File: config.mk
export PLATFORM = sky130hd
export DESIGN_NAME = stepper_io
export DESIGN_NICKNAME = d
export VERILOG_FILES = /design/src/stepper_pkg.sv /design/src/stepper_io.sv /design/src/spi_master.sv /design/src/bus_decoder.sv /design/src/io_register_output.sv
export VERILOG_INCLUDE_DIRS = /design/src
export SDC_FILE = /design/constraint.sdc
export NUM_CORES = 1
export LEC_CHECK = 0
export ABC_AREA = 1
export BUFFER_PORTS_ARGS = -buffer_cell sky130_fd_sc_hd__clkbuf_2
export CAP_MARGIN = 20
export CORE_ASPECT_RATIO = 0.75
export CORE_MARGIN = 2
export CORE_UTILIZATION = 45
export DETAILED_ROUTE_END_ITERATION = 8
export GPL_ROUTABILITY_DRIVEN = 0
export GPL_TIMING_DRIVEN = 0
export MAX_ROUTING_LAYER = met4
export PLACE_DENSITY_LB_ADDON = 0.3
export SKIP_LAST_GASP = 1
export SLEW_MARGIN = 5
export SYNTH_ARGS = -nofsm -noshare
export SYNTH_HDL_FRONTEND = slang
export SYNTH_SLANG_ARGS = --single-unit
export TNS_END_PERCENT = 1
File: constraint.sdc
create_clock -name clk_25mhz -period 3.04 [get_ports clk_25mhz]
set_input_delay 0.152 -clock clk_25mhz [delete_from_list [all_inputs] [get_ports clk_25mhz]]
set_output_delay 0.152 -clock clk_25mhz [all_outputs]
set_load 0.005 [all_outputs]
File: src/stepper_config.svh
// stepper io parameters
`ifndef STEPPER_CONFIG_SVH
`define STEPPER_CONFIG_SVH

// i/o window, registers sit on word offsets 0x00 to 0x18
`define STEPPER_IO_BASE 32'h1000_0000

// spi frame and driver chip count
`define SPI_FRAME_BITS 40
`define SPI_CS_COUNT 12

// system clocks per sck half period
`define SPI_HALF_PERIOD 4

`endif
File: src/stepper_pkg.sv
// stepper io bus and register types
package stepper_pkg;

  // host request, nonzero strobe means write
  typedef struct packed {
    logic        valid;
    logic [31:0] addr;
    logic [31:0] wdata;
    logic [3:0]  wstrb;
  } bus_req_t;

  typedef struct packed {
    logic        ready;
    logic [31:0] rdata;
  } bus_rsp_t;

  typedef logic [3:0] led_t;

  // send in bit 0, chip select index above it
  typedef struct packed {
    logic [3:0] cs_sel;
    logic       send;
  } spi_cfg_t;

  typedef logic [7:0] spi_frame_hi_t;

endpackage

File: src/stepper_io.sv
// stepper driver i/o block
`timescale 1ns/1ps

module stepper_io
  import stepper_pkg::*;
(
  input  logic        clk_25mhz,
  input  logic        arst_n,
  input  bus_req_t    bus_req,
  output bus_rsp_t    bus_rsp,
  output led_t        led,
  output logic        spi_sck,
  output logic        spi_mosi,
  input  logic        spi_miso,
  output logic [11:0] spi_cs_n
);

  logic [6:0]       sel;
  logic             write;
  logic [3:0][31:0] slot_rdata;
  logic [39:0]      rx_frame;
  logic             spi_ready;
  spi_frame_hi_t    frame_hi;
  logic [31:0]      frame_lo;
  spi_cfg_t         spi_cfg;

  bus_decoder u_decoder (
    .clk_25mhz  (clk_25mhz),
    .arst_n     (arst_n),
    .req        (bus_req),
    .rsp        (bus_rsp),
    .sel        (sel),
    .write      (write),
    .slot_rdata (slot_rdata),
    .rx_frame   (rx_frame),
    .spi_ready  (spi_ready)
  );

  // offset 0x00
  io_register_output #(.payload_t(led_t)) u_leds (
    .clk_25mhz (clk_25mhz),
    .arst_n    (arst_n),
    .sel       (sel[0]),
    .write     (write),
    .wdata     (bus_req.wdata),
    .rdata     (slot_rdata[0]),
    .q         (led)
  );

  // offset 0x04, top byte of the frame
  io_register_output #(.payload_t(spi_frame_hi_t)) u_spi_out_upper (
    .clk_25mhz (clk_25mhz),
    .arst_n    (arst_n),
    .sel       (sel[1]),
    .write     (write),
    .wdata     (bus_req.wdata),
    .rdata     (slot_rdata[1]),
    .q         (frame_hi)
  );

  // offset 0x08
  io_register_output #(.payload_t(logic [31:0])) u_spi_out_lower (
    .clk_25mhz (clk_25mhz),
    .arst_n    (arst_n),
    .sel       (sel[2]),
    .write     (write),
    .wdata     (bus_req.wdata),
    .rdata     (slot_rdata[2]),
    .q         (frame_lo)
  );

  // offset 0x14, receive halves and status are read in the decoder
  io_register_output #(.payload_t(spi_cfg_t)) u_spi_config (
    .clk_25mhz (clk_25mhz),
    .arst_n    (arst_n),
    .sel       (sel[5]),
    .write     (write),
    .wdata     (bus_req.wdata),
    .rdata     (slot_rdata[3]),
    .q         (spi_cfg)
  );

  spi_master u_spi (
    .clk_25mhz (clk_25mhz),
    .arst_n    (arst_n),
    .cfg       (spi_cfg),
    .tx_frame  ({frame_hi, frame_lo}),
    .rx_frame  (rx_frame),
    .ready     (spi_ready),
    .sck       (spi_sck),
    .mosi      (spi_mosi),
    .miso      (spi_miso),
    .cs_n      (spi_cs_n)
  );

endmodule

File: src/spi_master.sv
// spi master for the driver chips
`timescale 1ns/1ps
`include "stepper_config.svh"

module spi_master
  import stepper_pkg::*;
(
  input  logic        clk_25mhz,
  input  logic        arst_n,
  input  spi_cfg_t    cfg,
  input  logic [39:0] tx_frame,
  output logic [39:0] rx_frame,
  output logic        ready,
  output logic        sck,
  output logic        mosi,
  input  logic        miso,
  output logic [11:0] cs_n
);

  localparam int FRAME = `SPI_FRAME_BITS;
  localparam int CS_COUNT = `SPI_CS_COUNT;
  localparam int HALF = `SPI_HALF_PERIOD;
  localparam int DIV_W = (HALF > 1) ? $clog2(HALF) : 1;
  localparam int BIT_W = $clog2(FRAME);

  logic                busy;
  logic                setup;
  logic                send_d;
  logic [DIV_W-1:0]    div_cnt;
  logic [BIT_W-1:0]    bit_cnt;
  logic                sck_q;
  logic [FRAME-1:0]    tx_sr;
  logic [FRAME-1:0]    rx_sr;
  logic [CS_COUNT-1:0] cs_dec;
  logic                start;
  logic                tick;
  logic                rise_tick;
  logic                fall_tick;
  logic                last;

  // send edge while idle, edges during a transfer are dropped
  assign start = cfg.send && !send_d && !busy;

  // half period elapsed, setup cycle excluded
  assign tick      = busy && !setup && (div_cnt == DIV_W'(HALF - 1));
  assign rise_tick = tick && !sck_q;
  assign fall_tick = tick && sck_q;
  assign last      = fall_tick && (bit_cnt == BIT_W'(FRAME - 1));

  // one hot active low select, indices past the last chip select nothing
  always_comb begin
    for (int i = 0; i < CS_COUNT; i++) begin
      cs_dec[i] = (cfg.cs_sel != 4'(i));
    end
  end

  always_ff @(posedge clk_25mhz or negedge arst_n) begin
    if (!arst_n) begin
      busy     <= 1'b0;
      setup    <= 1'b0;
      send_d   <= 1'b0;
      div_cnt  <= '0;
      bit_cnt  <= '0;
      sck_q    <= 1'b0;
      cs_n     <= '1;
      rx_frame <= '0;
    end else begin
      send_d <= cfg.send;
      if (start) begin
        busy    <= 1'b1;
        setup   <= 1'b1;
        div_cnt <= '0;
        bit_cnt <= '0;
        sck_q   <= 1'b0;
        cs_n    <= cs_dec;
      end else if (busy) begin
        if (setup) begin
          // msb already on mosi, give it one cycle
          setup <= 1'b0;
        end else if (tick) begin
          div_cnt <= '0;
          sck_q   <= !sck_q;
          if (fall_tick) begin
            bit_cnt <= bit_cnt + 1'b1;
          end
          if (last) begin
            busy     <= 1'b0;
            cs_n     <= '1;
            rx_frame <= rx_sr;
          end
        end else begin
          div_cnt <= div_cnt + 1'b1;
        end
      end
    end
  end

  // mode 0 shifting, out on falling and in on rising sck
  always_ff @(posedge clk_25mhz) begin
    if (start) begin
      tx_sr <= tx_frame;
    end else if (fall_tick) begin
      tx_sr <= tx_sr << 1;
    end
    if (rise_tick) begin
      rx_sr <= {rx_sr[FRAME-2:0], miso};
    end
  end

  assign mosi  = tx_sr[FRAME-1];
  assign ready = !busy;

  // no clock on the wire when no driver is selected
  assign sck = sck_q && !(&cs_n);

endmodule

File: src/bus_decoder.sv
// bus address decoder
`timescale 1ns/1ps
`include "stepper_config.svh"

module bus_decoder
  import stepper_pkg::*;
(
  input  logic             clk_25mhz,
  input  logic             arst_n,
  input  bus_req_t         req,
  output bus_rsp_t         rsp,
  output logic [6:0]       sel,
  output logic             write,
  input  logic [3:0][31:0] slot_rdata,
  input  logic [39:0]      rx_frame,
  input  logic             spi_ready
);

  localparam int NUM_SEL = 7;
  localparam logic [29:0] BASE_WORD = 30'(`STEPPER_IO_BASE >> 2);

  logic [NUM_SEL-1:0] hit;
  logic               accept;
  logic               ready_q;
  logic [31:0]        rdata_mux;

  // sel[i] belongs to the word at base + 4*i
  always_comb begin
    for (int i = 0; i < NUM_SEL; i++) begin
      hit[i] = (req.addr[31:2] == BASE_WORD + 30'(i));
    end
  end

  // a request is taken once, not again while ready is up
  assign accept = req.valid && !ready_q;

  always_ff @(posedge clk_25mhz or negedge arst_n) begin
    if (!arst_n) begin
      sel     <= '0;
      write   <= 1'b0;
      ready_q <= 1'b0;
    end else begin
      ready_q <= accept;
      if (accept) begin
        sel   <= hit;
        write <= |req.wstrb;
      end else begin
        sel   <= '0;
        write <= 1'b0;
      end
    end
  end

  // read mux, nothing selected gives zero
  always_comb begin
    case (1'b1)
      sel[0]:  rdata_mux = slot_rdata[0];
      sel[1]:  rdata_mux = slot_rdata[1];
      sel[2]:  rdata_mux = slot_rdata[2];
      sel[3]:  rdata_mux = 32'(rx_frame[`SPI_FRAME_BITS-1:32]);
      sel[4]:  rdata_mux = rx_frame[31:0];
      sel[5]:  rdata_mux = slot_rdata[3];
      sel[6]:  rdata_mux = 32'(spi_ready);
      default: rdata_mux = '0;
    endcase
  end

  assign rsp.ready = ready_q;
  assign rsp.rdata = rdata_mux;

endmodule

File: src/io_register_output.sv
// bus writable register slot
`timescale 1ns/1ps

module io_register_output #(
  parameter type payload_t = logic [31:0]
) (
  input  logic        clk_25mhz,
  input  logic        arst_n,
  input  logic        sel,
  input  logic        write,
  input  logic [31:0] wdata,
  output logic [31:0] rdata,
  output payload_t    q
);

  localparam int W = $bits(payload_t);

  logic [W-1:0] q_bits;

  // only the low payload bits of the bus word are kept
  always_ff @(posedge clk_25mhz or negedge arst_n) begin
    if (!arst_n) begin
      q <= '0;
    end else if (sel && write) begin
      q <= payload_t'(wdata[W-1:0]);
    end
  end

  // flat view of the payload for read-back
  assign q_bits = q;

  // zero extended to the bus width
  assign rdata = 32'(q_bits);

endmodule

==> results.json <==
{
  "status": "completed",
  "portBuffers": 120,
  "cts_buffers": 21,
  "synth-async-reset-ratio": 0.604,
  "required_ns": 2.89,
  "drive_above_1_share": 0.214,
  "ys_types": 33,
  "drv_cap": 0,
  "hold_viol": 0,
  "tightest_slew_ns": 0.698,
  "grt_pass1_wl_mm": 34.1,
  "post_drt_wl_per_cell_um": 16.6,
  "period_share": 0.792,
  "hold_class": "input port to flop",
  "routed_wl_mm": 21.5,
  "ys_ff_latch": 202,
  "cts_resized": 0,
  "clkTransAtPathRegs_ns": 0.06,
  "syn-num-nets": 922,
  "fillers": 1573,
  "diodes": 0,
  "synth.yosys.seq_area_share": 0.640,
  "firstDrtPassIters": 5,
  "synth_edf_count": 80,
  "grt_pass1_vias": 6442,
  "period_minus_slack_ns": 2.41,
  "clock_path_buffers": 3,
  "grt_max_degree": 86,
  "core_region_area_um2": 18600,
  "yosysTopAreaCellShare": 0.322,
  "critical_path_arrival_ns": 2.26,
  "place_ws_ns": 1.15,
  "cts_tree": "built",
  "die_area_um2": 20100,
  "irDropWorstVdd_v": 0.000297,
  "synth_cells": 848,
  "syn_to_final_growth_pct": 24.6,
  "startpoint_type": "flop",
  "clock_skew_ns": 0.0262,
  "min_delay_path_depth": 3,
  "pwr_density_cell_nw_per_um2": 527,
  "overflow": 0,
  "drv_slew": 0,
  "setup_viol": 0,
  "holdPathEnd": "u_spi_config.q[0]$_DFFE_PN0P_",
  "crit_path_end_kind": "primary output",
  "cts_root_buf": "clkbuf_16",
  "antenna_found_initial": 0,
  "p_total_w": 0.00561,
  "grt_use_total": 0.224,
  "slew_headroom": 0.533,
  "r2r-start": "u_spi.busy$_DFF_PN0_",
  "nets": 1108,
  "rsz0062_at_grt": "no",
  "yosys_warnings": 0,
  "start_util": 0.460,
  "htreeDepth": 1,
  "synth.area.top_cells": "dfrtp_1, edfxtp_1, nand2_1",
  "power_leakage_nw": 5.13,
  "fmax_mhz": 415,
  "clock-sinks": 202,
  "avgSynthCellArea_um2": 10.1,
  "io_pins": 123,
  "postRouteAntennaNets": 0,
  "die_y_um": 123,
  "synth-main-ff-cell": "dfrtp_1",
  "multi_input_area_um2": 2590,
  "rrSetupSlack_ns": 1.19,
  "drt_iter0_markers": 616,
  "min_from": "bus_req[4]",
  "rows": 43,
  "cp_max_fo": 10,
  "synth_area_um2": 8540,
  "fin_ws_ns": 0.632,
  "critical_path_class": "flop to primary output",
  "rr_worst_depth": 5,
  "die_x_um": 163,
  "dp_hpwl_mm": 14.5,
  "via_per_inst": 5.20,
  "seq_area_um2": 5470,
  "worstSkewPairLatency_ns": 0.51,
  "yosysTopAreaCell": "dfrtp_1",
  "vias": 6739,
  "route.detailed.drc": 0,
  "reg2reg_to": "u_spi.tx_sr[23]$_DFFE_PP_"
}
## cell type report
cell class | count | share of cell area
inverters | 63 | 0.0223
clock buffers | 30 | 0.0584
well taps | 247 | 0.0290
flip-flops and latches | 202 | 0.514
repair buffers | 163 | 0.103
clock inverters | 8 | 0.00670
plain buffers | 48 | 0.0240
multi-input cells | 535 | 0.243
## cells in the final DEF (no fill, tap or decap), types with 8 or more instances in the layout
master,n
nand4_1,8
nand2_1,189
inv_1,60
dfstp_2,12
a211oi_1,24
mux2_2,12
edfxtp_1,80
clkbuf_1,20
a21oi_1,60
nand3_1,59
nor2_1,77
buf_2,25
clkbuf_16,23
dlygate4sd3_1,40
dfrtp_1,110
nor3_1,11
o21ai_0,57
clkbuf_2,119
## power by group
part,internal (W),switching (W)
clock network,0.00152,0.00108
logic,0.0000820,0.0000887
registers,0.00284,0.00000616
total,0.00444,0.00117
## registers in the layout (all words and copies together), names as in the netlist
name	cells
u_spi_out_upper.q	8
u_spi.div_cnt	2
u_spi_out_lower.q	32
u_spi.busy	1
u_spi.tx_sr	40
u_spi.setup	1
u_spi.cs_n	12
u_leds.q	4
u_spi.rx_frame	40
u_decoder.sel	7
u_decoder.ready_q	1
u_spi.sck_q	1
u_spi.bit_cnt	6
u_spi.rx_sr	40
u_decoder.write	1
u_spi_config.q	5
u_spi.send_d	1
## worst max-delay path by stage
stage / cells after the start / end / slack (ns) / from
after floorplan: 3 / u_spi.rx_sr[0]$_DFFE_PP_ / 0.29 / u_spi.div_cnt[0]$_DFFE_PN0P_
after global placement: 4 / u_spi.rx_sr[28]$_DFFE_PP_ / -0.48 / u_spi.busy$_DFF_PN0_
after detailed placement: 5 / u_spi.tx_sr[22]$_DFFE_PP_ / 1.15 / u_spi.busy$_DFF_PN0_
after CTS: 6 / bus_rsp[21] / 0.63 / u_decoder.sel[3]$_DFF_PN0_
after global routing: 6 / bus_rsp[21] / 0.50 / u_decoder.sel[3]$_DFF_PN0_
final: 6 / bus_rsp[8] / 0.63 / u_decoder.sel[3]$_DFF_PN0_
## logic make-up after synthesis
family,share of synthesized area
AO/OA/AOI/OAI,0.101
adder cells (fa/ha/maj),0.00293
multiplexers,0.0158
AND/OR/NAND/NOR,0.182
flip-flops,0.640
buffers and inverters,0.0577
## synth_stat cells, types with 4 or more instances
library cell  number
nor3_1            11
nand3_1           59
o21ai_0           57
nand2_1          190
dfrtp_1          110
a22oi_1            7
and2_1             6
nor2_1            78
edfxtp_1          80
a211oi_1          24
a21oi_1           60
nand4_1            8
dfstp_2           12
mux2_2            12
buf_2             25
clkbuf_1          15
inv_1             60
o211ai_1           4
nor4_1             6
buf_4              5
## stage by stage
step / std cells / setup TNS [ns] / utilization / cell area, um^2 / hold slack [ns]
final: 1296 / 0 / 0.574 / 10600 / 0.0168
after global placement: 1215 / -37.56 / 0.509 / 9450 / 0.342
after detailed placement: 1218 / 0 / 0.515 / 9550 / 0.0983
after global routing: 1296 / 0 / 0.574 / 10600 / 0.0289
after floorplan: 848 / 0 / - / 8540 / -0.144
after CTS: 1296 / 0 / 0.574 / 10600 / 0.00598
## worst max-delay path, stage by stage, from the launching register on
cell	delay, ns
dfrtp_1	0.36
buf_2	0.18
nor2_1	0.29
buf_2	0.29
a21oi_1	0.09
a211oi_1	0.35
clkbuf_2	0.19
## what timing repair did
| item | CTS | global route |
|---|---|---|
| setup endpoints to repair | 0 | 0 |
| buffers inserted | 0 | 0 |
| endpoints found under the hold margin | 88 | 0 |
| hold buffers | 40 | 0 |
## per-layer routing
layer,global-route usage,vias up,wire (um),share of wire
li1,-,3238,-,-
met1,0.344,3272,10600,0.49
met2,0.317,199,9300,0.43
met3,0.0319,30,1170,0.055
met4,0.0487,0,401,0.019
met5,-,-,0,0
No activity file was read; power rests on OpenSTA's default activity.
